--- src/design/msg_fifo.sv ---
`timescale 1ns/100ps

module msg_fifo #(
    parameter int Q_LENGTH = 8,
    parameter int WIDTH    = 32
) (
    input  logic             clk,
    input  logic             arst_n,
    input  logic             alloc,
    input  logic [WIDTH-1:0] msg_in,
    input  logic             dealloc,
    output logic             full,
    output logic             valid,
    output logic [WIDTH-1:0] msg_out
);
    localparam int PTR_W = (Q_LENGTH > 1) ? $clog2(Q_LENGTH) : 1;
    localparam int CNT_W = $clog2(Q_LENGTH + 1);

    logic [WIDTH-1:0] mem [Q_LENGTH];
    logic [PTR_W-1:0] wr_ptr;
    logic [PTR_W-1:0] rd_ptr;
    logic [CNT_W-1:0] count;
    logic             push;
    logic             pop;

    assign full    = (count == CNT_W'(Q_LENGTH));
    assign valid   = (count != '0);
    assign msg_out = mem[rd_ptr];   // Head of queue
    assign push    = alloc && !full; // Push into a full queue is lost
    assign pop     = dealloc && valid;

    always_ff @(posedge clk) begin
        if (push) mem[wr_ptr] <= msg_in;
    end

    always_ff @(posedge clk or negedge arst_n) begin
        if (!arst_n) begin
            wr_ptr <= '0;
            rd_ptr <= '0;
            count  <= '0;
        end else begin
            if (push) wr_ptr <= (wr_ptr == PTR_W'(Q_LENGTH - 1)) ? '0 : wr_ptr + 1'b1;
            if (pop) rd_ptr <= (rd_ptr == PTR_W'(Q_LENGTH - 1)) ? '0 : rd_ptr + 1'b1;
            if (push && !pop) count <= count + 1'b1;
            else if (pop && !push) count <= count - 1'b1;
        end
    end

endmodule

--- config.mk ---
export PLATFORM = sky130hd
export DESIGN_NAME = msg_fifo
export DESIGN_NICKNAME = d
export VERILOG_FILES = /design/src/design/msg_fifo.sv
export SDC_FILE = /design/constraint.sdc
export NUM_CORES = 1
export LEC_CHECK = 0
export BUFFER_PORTS_ARGS = -buffer_cell sky130_fd_sc_hd__clkbuf_2
export CAP_MARGIN = 10
export CORE_ASPECT_RATIO = 2
export CORE_UTILIZATION = 28
export CTS_CLUSTER_DIAMETER = 150
export DETAILED_ROUTE_END_ITERATION = 8
export PLACE_DENSITY = 0.52
export SLEW_MARGIN = 10
export SYNTH_ARGS = -nofsm -noshare
export SYNTH_HDL_FRONTEND = slang
export SYNTH_SLANG_ARGS = --single-unit
--- constraint.sdc ---
create_clock -name clk -period 13.65 [get_ports clk]
set_input_delay 2.73 -clock clk [delete_from_list [all_inputs] [get_ports clk]]
set_output_delay 2.73 -clock clk [all_outputs]
set_load 0.005 [all_outputs]
==> out/results.ini <==
[cts]
worstSkewPairLatency_ns=0.52
clkTransAtPathRegs_ns=0.07
clockRootBuffer=clkbuf_16
clockBufferDepth=3
cts_inserted_buffers=22
htree_levels=1
hold_buffers=0
post_cts_buffers=0
cts_tree=built
post_cts_resized=0
cts_sinks=266

[critical_path]
critPathMaxFanout=41
worstPathArrival_ns=3.12
reg2reg_from=count[0]
cp-end-kind=primary output
path_class=flop to primary output
critPathLaunch=rd_ptr[0]
critPathLaunchType=flop
required_ns=10.92

[routing]
wire_per_inst_um=21.0
drt_pre_antenna_iters=4
routed_via_density=4.65
vias=4613
ant_nets=0
wl_um=20800
drc_errors=0
drt_iter0_markers=272

[run]
max_cap_viol_count=0

[finish]
area_delta_synth_final_pct=15.9
final_area_mm2=0.0119
nNetsFinal=564
nFillCells=3406
drive_above_1_share=0.410

[outcome]
status=finished clean

[placed_design]
dpl_cell_area_mm2=0.0112
io_buffers=69
place_congestion=0.667
dp_hpwl_um=12000

[floorplanning]
io_pins=70
coreArea_mm2=0.0363
die_w_um=138
dieArea_mm2=0.0376
row_count=99
start_util=0.284
fp.dieH_um=273

[timing]
tightest_slew_ns=1.09
fin_crit_ns=5.85
final_max_slew_viol_count=0
max_freq_ghz=0.171
min_period_over_period=0.428
tns_ns=0
setup_viol=0
relSlewSlack=0.274
hold_viol_final=0
rsz0062_at_grt=false
skew_ns=0.0121

[synthesis]
synth-seq-cells=266
yosysSeqAreaShare=0.771
yosys-top-cells-count=edfxtp_1, mux4_2, mux2_2, dfrtp_1, clkbuf_1
synth_area_mm2=0.0103
synthesis.nets=481
yosysWarningCount=0
async_reset_ff_frac=0.0376
synth_most_common_cell=edfxtp_1
synth_top_cell_area_share=0.747
ys.flop_type=edfxtp_1
synth.distinct_cells=33
syn_inst=437
postSynthAreaPerCell_um2=23.5
synth-edff-count=256
synth_area_leaders=edfxtp_1, mux4_2, mux2_2
yosysTopAreaCell=edfxtp_1

[hold_path]
hold_path.class=flop to flop
min_from=count[2]

[power_and_ir_drop]
p_leak_nw=3.82
power.total_mw=2.44
power.density_mw_per_mm2=205
irDropWorstVdd_uv=105

[grt]
grt_pass1_wl_um=31400
grt_pass1_vias=5224
antenna_found_initial=1
track_usage=0.116
grt_max_degree=67
grt_overflow_total=0

area by class of cell:
cell class | instances | area, µm² | area share
Clock buffer | 31 | 626 | 0.0524
Inverter | 3 | 11.3 | 0.000944
Tap cell | 454 | 568 | 0.0476
Multi-Input combinational cell | 149 | 2270 | 0.191
Clock inverter | 9 | 87.6 | 0.00734
Antenna cell | 1 | 2.50 | 0.000210
Timing Repair Buffer | 78 | 413 | 0.0346
Sequential cell | 266 | 7950 | 0.666
where the power goes:
part | total (mW) | switching (mW) | internal [mW]
combinational | 0.650 | 0.289 | 0.361
clock | 0.625 | 0.281 | 0.344
sequential | 1.17 | 0.136 | 1.03
cells in the final DEF, fill, tap and decap left out, drive strengths merged, types with 3 or more instances in the layout:
cell | synthesis | layout
nand3 | 3 | 3
ha | 7 | 7
clkinv | 0 | 5
clkbuf | 8 | 100
dfrtp | 10 | 10
edfxtp | 256 | 256
nand2b | 3 | 3
nor2 | 4 | 4
nor3 | 6 | 6
mux4 | 64 | 64
mux2 | 37 | 37
buf | 11 | 9
inv | 3 | 5
nand2 | 5 | 5
cell families (layout without fill, tap and decap cells):
logic type	Yosys count	count (layout)	share of synthesized area
AOI/OAI and AO/OA	9	9	0.00790
xor gates and xnor gates	2	2	0.00170
adders and majority gates	8	8	0.0105
buffers and inverters	22	121	0.0124
DFF	266	266	0.771
muxes	102	102	0.182
other	0	1	0
and+or+nand+nor	28	28	0.0147
registers in the layout, summed over array words and instances, names as in the netlist:
signal and flops:
mem 256, count 4, rd_ptr 3, wr_ptr 3
worst max-delay path: stages, from the launching register on:
cell,delay (ns)
dfrtp_4,0.79
buf_4,0.75
mux4_2,0.60
mux2_2,0.28
clkbuf_2,0.14
metal layers:
| layer | share of wire | GRT usage | vias to the layer above |
|---|---|---|---|
| li1 | - | - | 2011 |
| met1 | 0.37 | 0.125 | 2491 |
| met2 | 0.57 | 0.220 | 84 |
| met3 | 0.033 | 0.0145 | 27 |
| met4 | 0.029 | 0.0495 | 0 |
| met5 | 0 | 0 | - |
metrics by stage:
stage	setup slack [ns]	utilization	instances	hold WS [ns]
2_1_floorplan	7.25	-	437	0.555
3_3_place_gp	8.25	0.309	950	0.603
3_5_place_dp	8.22	0.309	950	0.632
4_1_cts	7.64	0.329	990	0.650
5_1_grt	7.54	0.329	991	0.699
6_report	7.80	0.329	991	0.652
path summary, 6_finish.rpt:
kind,endpoint,slack [ns],cells after the start
worst max-delay path,msg_out[25],7.80,4
worst min-delay path,count[2],0.65,2
worst max register to register,count[3],10.64,9
worst min register to register,count[2],0.65,2
max in group asynchronous,rd_ptr[1],11.33,1
min in group asynchronous,rd_ptr[0],2.08,1
Power figures use the tool's default switching activity.
