## src/design/icache_pkg.sv

```systemverilog
package icache_pkg;

    // Message and access operation codes
    localparam logic [2:0] OP_NOP  = 3'd0;
    localparam logic [2:0] OP_LD   = 3'd1;  // Pipeline fetch
    localparam logic [2:0] OP_FILL = 3'd2;  // Reply line from memory
    localparam logic [2:0] OP_RD   = 3'd3;  // Miss request to memory
    localparam logic [2:0] OP_INV  = 3'd5;  // Coherence invalidation

    // Bank geometry
    localparam int CL_SIZE     = 128;
    localparam int OFFSET_BITS = 4;
    localparam int IDX_BITS    = 4;  // 16 lines per bank
    localparam int TAG_BITS    = 24;

    // One address word, read either raw or split for the array lookup
    typedef union packed {
        logic [31:0] raw;
        struct packed {
            logic [TAG_BITS-1:0]    tag;
            logic [IDX_BITS-1:0]    idx;
            logic [OFFSET_BITS-1:0] offset;
        } f;
    } cache_addr_u;

endpackage

```

## src/design/queue_arbitrator.sv

```systemverilog
`timescale 1ns/100ps

module queue_arbitrator (
    input  logic                           fill_valid,
    input  logic [31:0]                    fill_addr,
    input  logic [icache_pkg::CL_SIZE-1:0] fill_line,
    input  logic                           inv_valid,
    input  logic [31:0]                    inv_addr,
    input  logic [31:0]                    fetch_addr,
    input  logic                           stall,
    output logic                           acc_valid,
    output logic [2:0]                     acc_op,
    output logic [31:0]                    acc_addr,
    output logic [icache_pkg::CL_SIZE-1:0] acc_line,
    output logic                           fill_dealloc,
    output logic                           inv_dealloc
);

    // Fills first so a blocked bank can always make progress
    always_comb begin
        acc_valid    = 1'b0;
        acc_op       = icache_pkg::OP_NOP;
        acc_addr     = fetch_addr;
        acc_line     = '0;
        fill_dealloc = 1'b0;
        inv_dealloc  = 1'b0;

        if (fill_valid) begin
            acc_valid    = 1'b1;
            acc_op       = icache_pkg::OP_FILL;
            acc_addr     = fill_addr;
            acc_line     = fill_line;
            fill_dealloc = 1'b1;  // Pop at the coming edge
        end else if (inv_valid) begin
            acc_valid   = 1'b1;
            acc_op      = icache_pkg::OP_INV;
            acc_addr    = inv_addr;
            inv_dealloc = 1'b1;
        end else if (!stall) begin
            // Fetch only while no miss is outstanding
            acc_valid = 1'b1;
            acc_op    = icache_pkg::OP_LD;
        end
    end

endmodule

```

## config.mk

```make
export PLATFORM = sky130hd
export DESIGN_NAME = queue_arbitrator
export DESIGN_NICKNAME = d
export VERILOG_FILES = /design/src/design/icache_pkg.sv /design/src/design/queue_arbitrator.sv
export SDC_FILE = /design/constraint.sdc
export NUM_CORES = 1
export LEC_CHECK = 0
export BUFFER_PORTS_ARGS = -buffer_cell sky130_fd_sc_hd__buf_4
export CAP_MARGIN = 15
export CORE_AREA = 8 8 145 147
export DETAILED_ROUTE_END_ITERATION = 10
export DIE_AREA = 0 0 153 155
export GPL_TIMING_DRIVEN = 1
export PLACE_DENSITY = 0.5
export SYNTH_ARGS = -nofsm -noshare
export SYNTH_HDL_FRONTEND = slang
export SYNTH_SLANG_ARGS = --single-unit
```

## constraint.sdc

```tcl
create_clock -name vclk -period 1.98
set_input_delay 0.396 -clock vclk [all_inputs]
set_output_delay 0.396 -clock vclk [all_outputs]
set_load 0.05 [all_outputs]
```

==> reports/results.ini <==
[worst_setup_path]
critPathLaunchType = primary input
crit_family = buffers and inverters
crit_chain = buf_4, buf_12, mux2i_1, o21ai_2, buf_4
critPathSlowestCell = mux2i_1
timing.critical_path.buf_inv = 3
arrival_ns = 1.30
crit_top_cell = buf_4
critPathCaptureType = primary output
critPathMaxStageDelay_ns = 0.24
crit_fanout = 18
crit_type = in -> out
cp.required_ns = 1.58

[sta]
setup_viol = 0
post-route-period-util_pct = 85.86
finalMaxSlewViolations = 0
rsz0062_at_grt = false
fin_crit_ns = 1.700
clock.fmax_ghz = 0.5882
fin_setup_tns_ns = 0
finalHoldViolCount = 0
relSlewSlack_pct = 78.81
worst_pin_slew_ns = 0.3090
setup_ws_ns = 0.2800

[placed_design]
port_buffers = 393
gp_congestion = 0.8330
place_ws_ns = 0.2655
dpl_cell_area_um2 = 4785
dp_hpwl_mm = 12.95

[yosys]
synth_cell_type_count = 16
seq_area_frac_synth_pct = 0
yosysWarnings = 0
syn-cell-area_um2 = 1669
synth_nets = 483
synthCells = 256
synth_area_per_cell_um2 = 6.520

[drt]
drt-initial-drc-count = 122
routed_wl_mm = 14.37
drcViolationCount = 0
drt_pass1_iterations = 4
num_vias = 3104
via_per_inst = 3.584
wl_per_cell_um = 16.59
ant_nets = 0

[layout]
final_core_util_pct = 25.25
syn2layout_area_growth_pct = 186.7
n_antenna_cell = 0
layout-drive-gt1-share_pct = 64.81
fillers = 2115
seq_cells = 0
seq_area_um2 = 0
fin_nets = 857
final_area_um2 = 4785
clkbuf_count = 0

[floorplan]
pin_count = 393
rows = 51
die-area_um2 = 23720
die_y_um = 155
die_x_um = 153
initial_utilization_pct = 8.807
coreArea_um2 = 18950

[grt]
antenna_found_initial = 1
grt_pass1_wl_mm = 20.12
grt_max_degree = 88
grt.total_usage_pct = 10.71
gr-total-overflow = 0
grt_pass1_vias = 3326

[pwr]
p_total_w = 0.001683
ir_worst_vdd_uv = 163.4
internal-power_w = 0.0006652
p_leak_nw = 2.643
pwr-share-comb_pct = 100.0
p_seq_share_pct = 0
p_sw_w = 0.001018
p_per_area_nw_per_um2 = 351.8
pwr-share-clk_pct = 0
switching_share_pct = 60.48

[clocking]
cts_hold_repair.buffers = 0
post_cts_buffers = 0
cts_resized = 0

[worst_hold_path]
hp-class = in -> out

[flow_run]
max_cap_viol_count = 0

[outcome]
status = completed

## kinds of logic after synthesis
logic type | share of synthesized area [%]
AOI/OAI and AO/OA | 11.24
buffers and inverters | 13.72
muxes | 19.19
and+or+nand+nor | 55.85
## through the flow
step / hold slack (ns) / std cells
after floorplan: 0.9591 / 256
after global placement: 1.125 / 866
after detailed placement: 1.120 / 866
after CTS: 1.120 / 866
after global routing: 1.131 / 866
final: 1.119 / 866
## worst paths after layout
kind  startpoint  cells past startpoint  slack (ns)           end
max    inv_valid                      5        0.28  acc_addr[17]
min        stall                      3        1.12     acc_op[0]
## layer usage
metal  GRT usage, %  up-vias  wire, um
li1               -     1554         -
met3          4.521        8      1596
met2          21.39      197      7790
met4         0.8011        0       119
met5              0        -         0
met1          10.43     1345      4860
## power groups by stage
| stage | clock network, W | logic (W) | registers [W] |
|---|---|---|---|
| after floorplan | 0 | 0.000998 | 0 |
| after global placement | 0 | 0.00170 | 0 |
| after detailed placement | 0 | 0.00170 | 0 |
| after CTS | 0 | 0.00170 | 0 |
| after global routing | 0 | 0.00176 | 0 |
| final | 0 | 0.00168 | 0 |
## synth_stat cells
cell type,instances,area share (%)
clkbuf_1,2,0.45
a21oi_1,1,0.30
o21ai_0,3,0.90
buf_6,8,5.4
buf_2,3,0.90
buf_8,3,2.7
o21ai_1,23,6.9
nand3b_1,1,0.45
nor2_1,1,0.22
o21ai_2,6,3.1
and2_1,128,48
buf_4,3,1.3
nand2_1,32,7.2
mux2i_1,32,19
clkbuf_2,9,2.7
inv_1,1,0.22
## tightest hold or removal path: stages
cell	delay [ns]
buf_4	0.09
a21oi_1	0.05
buf_4	0.18
## final cells by class
cell class / instances / area (um^2) / area share, %
inverter: 1 / 3.754 / 0.07845
multi-input combinational: 227 / 1443 / 30.15
tap: 238 / 297.8 / 6.224
timing repair buffer: 400 / 3040 / 63.55
## cell usage in the layout, fill, tap and decap left out, drive strengths merged
cell,instances
nand2,32
mux2i,32
and2,128
nand3b,1
nor2,1
inv,1
o21ai,32
a21oi,1
buf,400
Power figures use the tool's default switching activity.
