<file path="src/design/icache_pkg.sv">
package icache_pkg;

    // Message and access operation codes
    localparam logic [2:0] OP_NOP  = 3'd0;
    localparam logic [2:0] OP_LD   = 3'd1;  // Pipeline fetch
    localparam logic [2:0] OP_FILL = 3'd2;  // Reply line from memory
    localparam logic [2:0] OP_RD   = 3'd3;  // Miss request to memory
    localparam logic [2:0] OP_INV  = 3'd5;  // Coherence invalidation

    // Bank geometry
    localparam int CL_SIZE     = 128;
    localparam int OFFSET_BITS = 4;
    localparam int IDX_BITS    = 4;  // 16 lines per bank
    localparam int TAG_BITS    = 24;

    // One address word, read either raw or split for the array lookup
    typedef union packed {
        logic [31:0] raw;
        struct packed {
            logic [TAG_BITS-1:0]    tag;
            logic [IDX_BITS-1:0]    idx;
            logic [OFFSET_BITS-1:0] offset;
        } f;
    } cache_addr_u;

endpackage

</file>
<file path="src/design/cache_bank.sv">
`timescale 1ns/100ps

module cache_bank (
    input  logic                           clk,
    input  logic                           arst_n,
    input  logic                           acc_valid,
    input  logic [2:0]                     acc_op,
    input  logic [31:0]                    acc_addr,
    input  logic [icache_pkg::CL_SIZE-1:0] acc_line,
    input  logic                           full_miss,
    output logic [31:0]                    addr_out,
    output logic [icache_pkg::CL_SIZE-1:0] cl,
    output logic                           hit,
    output logic                           is_write,
    output logic [31:0]                    addr_miss,
    output logic [2:0]                     op_miss,
    output logic                           alloc_miss,
    output logic                           stall
);
    localparam int LINES = 1 << icache_pkg::IDX_BITS;

    icache_pkg::cache_addr_u acc_u;
    icache_pkg::cache_addr_u miss_u;  // Line of the outstanding miss

    logic [icache_pkg::TAG_BITS-1:0] tag_mem  [LINES];
    logic [icache_pkg::CL_SIZE-1:0]  data_mem [LINES];
    logic [LINES-1:0]                valid_q;

    logic tag_match;
    logic do_fetch;
    logic do_fill;
    logic do_inv;
    logic fetch_miss;
    logic fill_done;
    logic req_pending;  // Miss waiting for memory to accept it

    assign acc_u.raw = acc_addr;

    assign tag_match = valid_q[acc_u.f.idx] && (tag_mem[acc_u.f.idx] == acc_u.f.tag);

    assign do_fetch   = acc_valid && (acc_op == icache_pkg::OP_LD);
    assign do_fill    = acc_valid && (acc_op == icache_pkg::OP_FILL);
    assign do_inv     = acc_valid && (acc_op == icache_pkg::OP_INV);
    assign fetch_miss = do_fetch && !tag_match;

    // Only the reply for the missing line releases the bank
    assign fill_done = do_fill && stall &&
                       (acc_u.f.tag == miss_u.f.tag) && (acc_u.f.idx == miss_u.f.idx);

    assign addr_miss = miss_u.raw;
    assign op_miss   = alloc_miss ? icache_pkg::OP_RD : icache_pkg::OP_NOP;

    // Arrays and result payload
    always_ff @(posedge clk) begin
        if (acc_valid) begin
            addr_out <= acc_addr;
            cl       <= do_fill ? acc_line : data_mem[acc_u.f.idx];
        end
        if (do_fill) begin
            tag_mem[acc_u.f.idx]  <= acc_u.f.tag;
            data_mem[acc_u.f.idx] <= acc_line;
        end
        if (fetch_miss) begin
            miss_u.raw <= {acc_u.f.tag, acc_u.f.idx, {icache_pkg::OFFSET_BITS{1'b0}}};
        end
    end

    always_ff @(posedge clk or negedge arst_n) begin
        if (!arst_n) begin
            valid_q     <= '0;
            hit         <= 1'b0;
            is_write    <= 1'b0;
            stall       <= 1'b0;
            req_pending <= 1'b0;
            alloc_miss  <= 1'b0;
        end else begin
            hit        <= do_fetch && tag_match;
            is_write   <= do_fill || do_inv;  // Write results carry no fetch data
            alloc_miss <= 1'b0;

            if (do_fill) begin
                valid_q[acc_u.f.idx] <= 1'b1;
            end else if (do_inv && tag_match) begin
                valid_q[acc_u.f.idx] <= 1'b0;
            end

            if (fetch_miss) begin
                stall <= 1'b1;
                if (full_miss) req_pending <= 1'b1;  // Memory busy, hold it
                else alloc_miss <= 1'b1;
            end else if (req_pending && !full_miss) begin
                req_pending <= 1'b0;
                alloc_miss  <= 1'b1;
            end

            if (fill_done) stall <= 1'b0;
        end
    end

endmodule

</file>
<file path="config.mk">
export PLATFORM = sky130hd
export DESIGN_NAME = cache_bank
export DESIGN_NICKNAME = d
export VERILOG_FILES = /design/src/design/icache_pkg.sv /design/src/design/cache_bank.sv
export SDC_FILE = /design/constraint.sdc
export NUM_CORES = 2
export LEC_CHECK = 0
export ABC_CLOCK_PERIOD_IN_PS = 8590
export BUFFER_PORTS_ARGS = -buffer_cell sky130_fd_sc_hd__buf_4
export CAP_MARGIN = 20
export CORE_UTILIZATION = 40
export DETAILED_ROUTE_END_ITERATION = 10
export HOLD_SLACK_MARGIN = 0.12
export PLACE_DENSITY = 0.67
export SLEW_MARGIN = 30
export SYNTH_ARGS = -nofsm -noshare
export SYNTH_HDL_FRONTEND = slang
export SYNTH_SLANG_ARGS = --single-unit
</file>
<file path="constraint.sdc">
create_clock -name clk -period 8.59 [get_ports clk]
set_input_delay 1.718 -clock clk [delete_from_list [all_inputs] [get_ports clk]]
set_output_delay 1.718 -clock clk [all_outputs]
set_load 0.05 [all_outputs]
</file>
==> impl_metrics.json <==
{
  "critPathCaptureType": "register",
  "synth_compound_area_frac": 0.01013,
  "layout_commonest_cell": "edfxtp_1",
  "reg2reg_depth": 9,
  "utilization": 0.4650,
  "start_util": 0.4019,
  "routedWlPerCell_um": 28.91,
  "layout_common_cells": "edfxtp_1 (2,620), mux4_2 (705), nand2_1 (413)",
  "die_h_um": 504.3,
  "synth_ff_type": "edfxtp_1",
  "powerDensity_nw_per_um2": 235.7,
  "drive_gt1_frac": 0.3084,
  "criticalPathCategory": "input port to register",
  "dr.pass1.iters": 5,
  "cp.required_ns": 9.20,
  "fillers": 20384,
  "p_leak_uw": 0.03752,
  "synthSimpleGateAreaFrac": 0.02192,
  "dpl.hpwl_mm": 121.8,
  "cts_setup_buffers": 0,
  "htreeDepth": 5,
  "root_buffer": "clkbuf_16",
  "insertion_delay_ns": 0.95,
  "syn2layout_area_growth_pct": 15.71,
  "routed_wl_mm": 245.5,
  "overflow": 0,
  "status": "complete, no violations",
  "ant_nets": 0,
  "final_cells": 8492,
  "hold_buffers": 0,
  "worstMarginPinSlew_ns": 1.017,
  "clockBufferDepth": 4,
  "synth_area_per_cell_um2": 22.80,
  "viasPerCell": 5.645,
  "hold_violations": 0,
  "synth_mux_area_frac": 0.1669,
  "core_area_um2": 251200,
  "grt_max_degree": 143,
  "synthArstFlopShare": 0.007952,
  "rows": 184,
  "reg2reg_from": "tag_mem[0][22]$_DFFE_PP_",
  "rsz0062_at_grt": "false",
  "ys_ff_latch": 2641,
  "clock-skew-final_ns": 0.07252,
  "synthesis.area_um2": 100900,
  "grt_pass1_vias": 48868,
  "cts_buffers": 290,
  "fin_crit_ns": 5.476,
  "synth_warnings": 0,
  "slew_headroom": 0.3218,
  "cts_tree": "done",
  "nets": 5105,
  "netlist_instances": 4426,
  "fin_crit_sh": 0.6375,
  "antenna_found_initial": 44,
  "portBuffers": 360,
  "crit_arrival_ns": 6.09,
  "irDropWorstVdd_mv": 0.1935,
  "hold_slack_ns": 0.5222,
  "post_cts_resized": 0,
  "fmax_mhz": 182.6,
  "vias": 47939,
  "grt_use_total": 0.1918,
  "worst_slack_ns": 3.114,
  "whs_path_depth": 2,
  "synth-xor-area-share": 0.004078,
  "cts.clk_slew.worst_paths_ns": 0.06,
  "crit_fanout": 82,
  "setup_violations": 0,
  "cts.sinks": 2641,
  "drtIter0Drc": 5596,
  "slew_viol_final": 0,
  "synth_top_family_by_area": "multiplexers",
  "num_io_pins": 366,
  "numPlacedInstances": 7993,
  "cp-startpoint": "acc_addr[5]",
  "synth-edff-count": 2620,
  "seq_area_frac_synth": 0.7847,
  "hp-class": "register to register",
  "cap_violations": 0,
  "start_kind": "input port",
  "synthAdderAreaFrac": 0.00009917,
  "fp.dieW_um": 504.3,
  "dieArea_um2": 254300,
  "drc_errors": 0,
  "pre_cts_ws_ns": 2.342,
  "ys_types": 70,
  "grt_pass1_wl_mm": 352.7,
  "place.gp.congestion": 0.7941
}
-- through the flow --
stage	total power, µW	setup TNS, ns	cell area, µm²
2_1_floorplan	15570	-1813.65	101000
3_3_place_gp	16170	0	107900
3_5_place_dp	16200	0	108000
4_1_cts	27780	0	116700
5_1_grt	28320	0	116800
6_report	27530	0	116800
-- synthesized netlist by cell type, types with 17 or more instances --
| cell | number | area share |
|---|---|---|
| mux2_2 | 25 | 0.0028 |
| buf_1 | 19 | 0.00071 |
| buf_4 | 17 | 0.0013 |
| nand2_1 | 413 | 0.015 |
| edfxtp_1 | 2620 | 0.78 |
| a22oi_1 | 26 | 0.0019 |
| mux4_2 | 705 | 0.16 |
| nor2_1 | 31 | 0.0012 |
| inv_1 | 36 | 0.0013 |
| xor2_1 | 31 | 0.0027 |
| mux2i_1 | 69 | 0.0068 |
| dfrtp_1 | 21 | 0.0052 |
| o21ai_0 | 22 | 0.0011 |
| buf_2 | 72 | 0.0036 |
| a21oi_1 | 24 | 0.0012 |
| clkbuf_1 | 108 | 0.0040 |
-- path summary, 6_finish.rpt --
check / slack [ns] / end
worst max-delay path: 3.11 / addr_miss[17]$_DFFE_PP_
worst min-delay path: 0.52 / register
max in group asynchronous: 7.58 / asynchronous set/reset pin
worst min register to register: 0.52 / register
min in group asynchronous: 0.71 / stall$_DFFE_PN0P_
worst max register to register: 4.97 / addr_miss[17]$_DFFE_PP_
-- registers in the layout, summed over array words and instances (netlist names), 28 cells and up, named ones only --
signal,flops
addr_miss,28
cl,128
tag_mem,384
data_mem,2048
addr_out,32
-- report_power, final --
part | leakage (µW) | switching [µW] | internal [µW] | total (µW)
registers | 0.0239 | 60.3 | 14300 | 14400
clock network | 0.00427 | 4840 | 6780 | 11600
logic | 0.00936 | 967 | 581 | 1550
total | 0.0375 | 5860 | 21700 | 27500
-- area by class of cell --
class	instances	area [µm²]	area share
repair buffers	443	3806	0.03259
multi-input cells	1526	20670	0.1770
well taps	3348	4189	0.03587
inverters	36	165.2	0.001414
clock inverters	134	1165	0.009974
clock buffers	349	7562	0.06475
diodes	15	37.54	0.0003214
flip-flops and latches	2641	79200	0.6781
-- cell families (layout without fill, tap and decap cells) --
kind of cell               Yosys count  in the layout
buffers and inverters              263            962
AOI/OAI and AO/OA                  149            149
adders and majority gates            1              1
muxes                              799            799
and+or+nand+nor                    525            525
xor gates and xnor gates            47             47
DFF                               2641           2641
other                                1             20
-- routing by layer --
layer	wire, µm	GRT usage	share of wire	vias to the layer above
li1	-	-	-	19592
met1	101700	0.2702	0.41	25778
met2	116500	0.2991	0.47	2120
met3	21310	0.04566	0.087	413
met4	5747	0.05291	0.023	36
met5	224	0	0.00091	-
-- critical path: stages --
cell and delay [ns]:
buf_8 0.53, buf_4 0.79, and2b_1 0.54, a22oi_1 0.34
and4_1 0.22, nor3_1 0.13, a2111oi_2 0.43, nand4_2 0.23
nor3_1 0.66, nor2_2 0.05, buf_4 0.27
No activity file was read; power rests on OpenSTA's default activity.
